[src/hdl/icache_pkg.sv]
package icache_pkg;

	// fetch and memory byte address width
	localparam int ADDR_W = 32;

	// instruction and burst beat width
	localparam int WORD_W = 32;

	// associativity
	localparam int NUM_WAYS = 4;

	// beats per line, one instruction per beat
	localparam int WORDS_PER_LINE = 4;

	// byte offset inside a line, 16 bytes per line
	localparam int OFFSET_W = 4;

	// lowest address bit of the word select
	localparam int WORD_LSB = 2;

	// byte address
	typedef logic [ADDR_W-1:0] addr_t;

	// one instruction or one memory beat
	typedef logic [WORD_W-1:0] word_t;

	// one bit per way, one-hot or zero
	typedef logic [NUM_WAYS-1:0] way_mask_t;

	// word within a line, address bits 3..2
	typedef logic [$clog2(WORDS_PER_LINE)-1:0] word_sel_t;

	// index starts right above the line offset;
	// the tag takes what is left above the index,
	// each module derives that width from SET_BITS

endpackage

[src/hdl/icache_refill_if.sv]
`timescale 1ns/10ps

interface icache_refill_if import icache_pkg::*; #(
	parameter int SET_BITS = 6
) ();

	localparam int TAG_W = ADDR_W - OFFSET_W - SET_BITS;

	// one refill beat goes into the arrays this cycle
	logic wr_en;
	// victim way, one-hot
	way_mask_t way;
	// set of the line being filled
	logic [SET_BITS-1:0] index;
	// word slot for this beat
	word_sel_t word;
	word_t wdata;
	// final beat, tag gets installed with it
	logic last;
	// tag of the latched miss line
	logic [TAG_W-1:0] tag;

	modport source (output wr_en, way, index, word, wdata, last, tag);
	modport sink (input wr_en, way, index, word, wdata, last, tag);

endinterface

[src/hdl/icache_ctrl.sv]
`timescale 1ns/10ps

module icache_ctrl import icache_pkg::*; #(
	parameter int SET_BITS = 6
) (
	input logic clk,
	input logic rst,
	input addr_t addr,
	input logic valid,
	input logic flush,
	input way_mask_t hit_way,
	input word_t [NUM_WAYS-1:0][WORDS_PER_LINE-1:0] rd_data,
	output logic rd_en,
	output logic [SET_BITS-1:0] rd_index,
	icache_refill_if.source refill,
	output addr_t ar_addr,
	output logic ar_valid,
	input logic ar_ready,
	input word_t r_data,
	input logic r_valid,
	input logic r_last,
	output word_t inst,
	output logic ready
);

	localparam int TAG_W = ADDR_W - OFFSET_W - SET_BITS;

	typedef enum logic {
		ST_IDLE,
		ST_REFILL
	} state_t;

	state_t state;

	// lookup outcome in idle
	logic is_idle;
	logic lookup_hit;
	logic lookup_miss;

	// line address of the miss, latched when the burst is accepted
	addr_t line_addr_q;

	// beat position inside the burst
	word_sel_t beat_q;

	// round-robin victim, one-hot
	way_mask_t victim_q;

	// hit state carried into the output cycle
	way_mask_t hit_way_q;
	word_sel_t word_q;
	logic ready_q;

	assign is_idle = (state == ST_IDLE);
	assign lookup_hit = is_idle && valid && (hit_way != '0);
	assign lookup_miss = is_idle && valid && (hit_way == '0);

	// data array is read alongside the tag compare
	assign rd_en = is_idle && valid;
	assign rd_index = addr[OFFSET_W +: SET_BITS];

	// burst request straight from the fetch address, line aligned
	assign ar_valid = lookup_miss;
	assign ar_addr = {addr[ADDR_W-1:OFFSET_W], {OFFSET_W{1'b0}}};

	// refill write bundle, every beat is taken
	assign refill.wr_en = (state == ST_REFILL) && r_valid;
	assign refill.way = victim_q;
	assign refill.index = line_addr_q[OFFSET_W +: SET_BITS];
	assign refill.word = beat_q;
	assign refill.wdata = r_data;
	assign refill.last = r_last;
	assign refill.tag = line_addr_q[ADDR_W-1 -: TAG_W];

	// idle / refill sequencing, victim and beat counter
	always_ff @(posedge clk) begin
		if (rst) begin
			state <= ST_IDLE;
			beat_q <= '0;
			victim_q <= way_mask_t'(1);
		end else begin
			case (state)
				ST_IDLE: begin
					if (lookup_miss && ar_ready) begin
						state <= ST_REFILL;
						beat_q <= '0;
					end
				end
				ST_REFILL: begin
					if (r_valid) begin
						beat_q <= beat_q + 1'b1;
						if (r_last) begin
							state <= ST_IDLE;
							// next refill goes to the following way
							victim_q <= {victim_q[NUM_WAYS-2:0], victim_q[NUM_WAYS-1]};
						end
					end
				end
				default: begin
					state <= ST_IDLE;
				end
			endcase
		end
	end

	// miss line captured on request acceptance
	always_ff @(posedge clk) begin
		if (lookup_miss && ar_ready) begin
			line_addr_q <= ar_addr;
		end
	end

	// hit way and word for the output mux
	always_ff @(posedge clk) begin
		if (lookup_hit) begin
			hit_way_q <= hit_way;
			word_q <= addr[WORD_LSB +: $bits(word_sel_t)];
		end
	end

	// ready pulse one cycle after a hit, a flush drops it
	always_ff @(posedge clk) begin
		if (rst) begin
			ready_q <= 1'b0;
		end else begin
			ready_q <= lookup_hit && !flush;
		end
	end

	assign ready = ready_q;

	// pick the hit way, then the word, from the registered set
	always_comb begin
		inst = '0;
		for (int w = 0; w < NUM_WAYS; w++) begin
			if (hit_way_q[w]) begin
				inst = inst | rd_data[w][word_q];
			end
		end
	end

endmodule

[src/flat_wrapper.sv]
// flat-port wrapper written by rule: the top's interface ports become plain ports
module icache_ctrl_flat import icache_pkg::*;
#(
	parameter int SET_BITS = 6
)
  (clk, rst, addr, valid, flush, hit_way, rd_data, rd_en, rd_index, ar_addr, ar_valid, ar_ready, r_data, r_valid, r_last, inst, ready, refill_wr_en, refill_way, refill_index, refill_word, refill_wdata, refill_last, refill_tag);
  icache_refill_if #(.SET_BITS(SET_BITS)) refill_i ();
  input logic clk;
  input logic rst;
  input addr_t addr;
  input logic valid;
  input logic flush;
  input way_mask_t hit_way;
  input word_t [NUM_WAYS-1:0][WORDS_PER_LINE-1:0] rd_data;
  output logic rd_en;
  output logic [SET_BITS-1:0] rd_index;
  output addr_t ar_addr;
  output logic ar_valid;
  input logic ar_ready;
  input word_t r_data;
  input logic r_valid;
  input logic r_last;
  output word_t inst;
  output logic ready;
  output wire logic [$bits(refill_i.wr_en)-1:0] refill_wr_en;
  output wire logic [$bits(refill_i.way)-1:0] refill_way;
  output wire logic [$bits(refill_i.index)-1:0] refill_index;
  output wire logic [$bits(refill_i.word)-1:0] refill_word;
  output wire logic [$bits(refill_i.wdata)-1:0] refill_wdata;
  output wire logic [$bits(refill_i.last)-1:0] refill_last;
  output wire logic [$bits(refill_i.tag)-1:0] refill_tag;
  assign refill_wr_en = refill_i.wr_en;
  assign refill_way = refill_i.way;
  assign refill_index = refill_i.index;
  assign refill_word = refill_i.word;
  assign refill_wdata = refill_i.wdata;
  assign refill_last = refill_i.last;
  assign refill_tag = refill_i.tag;
  icache_ctrl #(.SET_BITS(SET_BITS)) u_core (.clk(clk), .rst(rst), .addr(addr), .valid(valid), .flush(flush), .hit_way(hit_way), .rd_data(rd_data), .rd_en(rd_en), .rd_index(rd_index), .refill(refill_i), .ar_addr(ar_addr), .ar_valid(ar_valid), .ar_ready(ar_ready), .r_data(r_data), .r_valid(r_valid), .r_last(r_last), .inst(inst), .ready(ready));
endmodule
[config.mk]
export PLATFORM = sky130hd
export DESIGN_NAME = icache_ctrl_flat
export DESIGN_NICKNAME = d
export VERILOG_FILES = /design/src/hdl/icache_pkg.sv /design/src/hdl/icache_refill_if.sv /design/src/hdl/icache_ctrl.sv /design/src/flat_wrapper.sv
export SDC_FILE = /design/constraint.sdc
export NUM_CORES = 1
export LEC_CHECK = 0
export ABC_AREA = 1
export BUFFER_PORTS_ARGS = -buffer_cell sky130_fd_sc_hd__buf_2
export CAP_MARGIN = 5
export CORE_AREA = 8 8 279 281
export CTS_CLUSTER_DIAMETER = 50
export DETAILED_ROUTE_END_ITERATION = 10
export DIE_AREA = 0 0 287 289
export PLACE_DENSITY = 0.3
export SLEW_MARGIN = 40
export SYNTH_ARGS = -nofsm -noshare
export SYNTH_HDL_FRONTEND = slang
export SYNTH_SLANG_ARGS = --single-unit
export TNS_END_PERCENT = 20
[constraint.sdc]
create_clock -name clk -period 3.9 [get_ports clk]
set_input_delay 0.195 -clock clk [delete_from_list [all_inputs] [get_ports clk]]
set_output_delay 0.195 -clock clk [all_outputs]
set_load 0.005 [all_outputs]
==> results.cfg <==
[clocking]
clock-sinks = 42
cts_tree = done
root_buffer = clkbuf_16
numCtsBuffers = 5
cts_setup_buffers = 0
clkTransAtPathRegs_ns = 0.07
clk_path_buf_depth = 2
htreeDepth = 2
clk-insertion-delay-late_ns = 0.30
hold_buffers = 0
cts.repair.resized = 0

[power]
pwr-share-clk = 0.207
pwr-share-seq = 0.237
cellPowerDensity_nw_per_um2 = 184.5
p_sw_w = 0.0009389
power_leakage_nw = 6.879
intPower_w = 0.001189
p_comb_frac = 0.555
netSwitchingFraction = 0.4413
ir_drop_v = 0.0001953

[critical_path]
critPathArrivalTime_ns = 2.51
crit_type = flop to output port
cp_max_fo = 127
crit_required_ns = 3.70
cp-end-kind = output port
start_kind = flop

[synth]
synth_top_area_frac = 0.4617
synth-seq-area-share = 0.1546
syn_inst = 1596
yosysTopAreaCell = nand2_1
syn_area_um2 = 7642
synth.ff_latch_count = 42
synth.avg_cell_area_um2 = 4.788
ys_types = 21
yosys_warnings = 0
synth_area_leaders = nand2_1, edfxtp_1, nor2_1, buf_4, inv_1

[timing]
rsz0062_at_grt = no
drv_slew = 0
finalSetupViolations = 0
hold_viol = 0
post-route-min-period_ns = 2.706
skew_ns = 0.004329
timing.hold.ws_ns = 0.06730
period_share = 0.6938
clock.fmax_mhz = 369.6
tns_ns = 0
relSlewSlack = 0.4389
tightest_slew_ns = 0.8417

[drt]
wl_per_cell_um = 20.55
vias = 11370
drt-total-wl_mm = 63.62
via_per_inst = 3.673
antenna_left = 0
drc = 0
first_pass_iters = 5
first_iter_violations = 439

[outcome]
status = complete, no violations

[layout]
multiInputGateArea_um2 = 5011
nFillCells = 8990
layout.area.seq_um2 = 1181
syn_to_final_growth_pct = 50.85
layout-drive-gt1-share = 0.3266
nNetsFinal = 2711

[floorplan]
core_area_um2 = 73570
fp-row-count = 100
ios = 728
die_h_um = 289
start_util = 0.1039
die_w_um = 287
die_area_um2 = 82940

[global_route]
grt_max_degree = 161
gr-total-overflow = 0
antenna_found_initial = 17
grt_pass1_wl_mm = 86.67
grt_pass1_vias = 12070
grt_usage = 0.1428

[place]
gp_congestion = 0.8229
hpwl_mm = 55.94
io_buffers = 657

[worst_hold_path]
worst_hold_path_type = primary input to flop

[run]
cap_violations = 0
critical path, stage by stage, from the launching register on:
cell and delay (ns):
edfxtp_1 0.47, buf_12 0.28, buf_12 0.42, o21ai_0 0.20
o21ai_1 0.33, nand2_1 0.10, nand4_1 0.09, buf_2 0.14
final timing paths:
check | from | end | slack (ns) | depth (start not counted)
max | u_core.word_q[0] | inst[15] | 1.19 | 7
max reg2reg | u_core.state | u_core.line_addr_q[4] | 2.17 | 4
min reg2reg | u_core.refill.way[3] | u_core.refill.way[3] | 0.48 | 2
min | addr[2] | u_core.word_q[0] | 0.07 | 1
sequential cells by signal, summed over array words and instances (netlist names):
signal and flops:
u_core.hit_way_q 4, u_core.line_addr_q 28, u_core.ready 1, u_core.refill.way 4, u_core.refill.word 2, u_core.state 1, u_core.word_q 2
cells by family after synthesis:
family | share of synthesized area
buffers and inverters | 0.1912
and+or+nand+nor | 0.6051
other | 0.0004907
AOI/OAI and AO/OA | 0.04748
xor gates and xnor gates | 0.001146
DFF | 0.1546
power by group through the flow:
stage	Sequential [W]	Combinational [W]	Clock, W
after floorplan	0.000506	0.000595	0
after global placement	0.000525	0.00123	0
after detailed placement	0.000518	0.00123	0
after CTS	0.000508	0.00124	0.000454
after global routing	0.000507	0.00135	0.000461
final	0.000505	0.00118	0.000441
cell usage in the layout (no fill, tap or decap), types with 4 or more instances in the layout:
master       n
buf_6        4
buf_12       5
nor2_1     229
buf_2      657
o21ai_1     32
nand4_1     33
inv_1      103
buf_4       19
conb_1       4
o21ai_0     33
a21oi_1      6
edfxtp_1    34
nand2_1    940
dfxtp_1      8
clkbuf_16    5
nand3_1      4
per-layer routing:
metal	track usage	vias up	share of wire	wire length [µm]
met1	0.1380	5053	0.34	21860
li1	-	5760	-	-
met2	0.3007	502	0.56	35820
met3	0.03591	48	0.077	4868
met5	0	-	0.00097	62
met4	0.02302	10	0.016	1006
cell usage after synthesis:
cell / number
nand2_1: 940
nor2_1: 229
inv_1: 103
buf_4: 99
buf_2: 41
edfxtp_1: 34
nand4_1: 33
o21ai_0: 33
o21ai_1: 32
clkbuf_1: 22
dfxtp_1: 8
a21oi_1: 6
nand3_1: 4
buf_1: 3
buf_6: 2
nor3_1: 2
conb_1: 1
inv_2: 1
inv_4: 1
o211ai_1: 1
xnor2_1: 1
final cells by class:
| type | count | share of cell area |
|---|---|---|
| multi-input cells | 1285 | 0.4347 |
| well taps | 969 | 0.1052 |
| diodes | 2 | 0.0004341 |
| inverters | 105 | 0.03484 |
| clock inverters | 3 | 0.001411 |
| flip-flops and latches | 42 | 0.1025 |
| repair buffers | 685 | 0.3102 |
| clock buffers | 5 | 0.01085 |
through the flow:
| step | util | worst slack (ns) | area, µm² | cells | total power [W] |
|---|---|---|---|---|---|
| final | 0.1567 | 1.194 | 11530 | 3096 | 0.002127 |
| after global routing | 0.1566 | 0.9232 | 11520 | 3094 | 0.002316 |
| after CTS | 0.1565 | 1.049 | 11510 | 3093 | 0.002201 |
| after detailed placement | 0.1546 | 1.389 | 11370 | 3085 | 0.001752 |
| after global placement | 0.1541 | 1.372 | 11340 | 3082 | 0.001750 |
| after floorplan | - | 2.208 | 7654 | 1599 | 0.001102 |
Note: power is estimated with default switching activity, not from simulation.
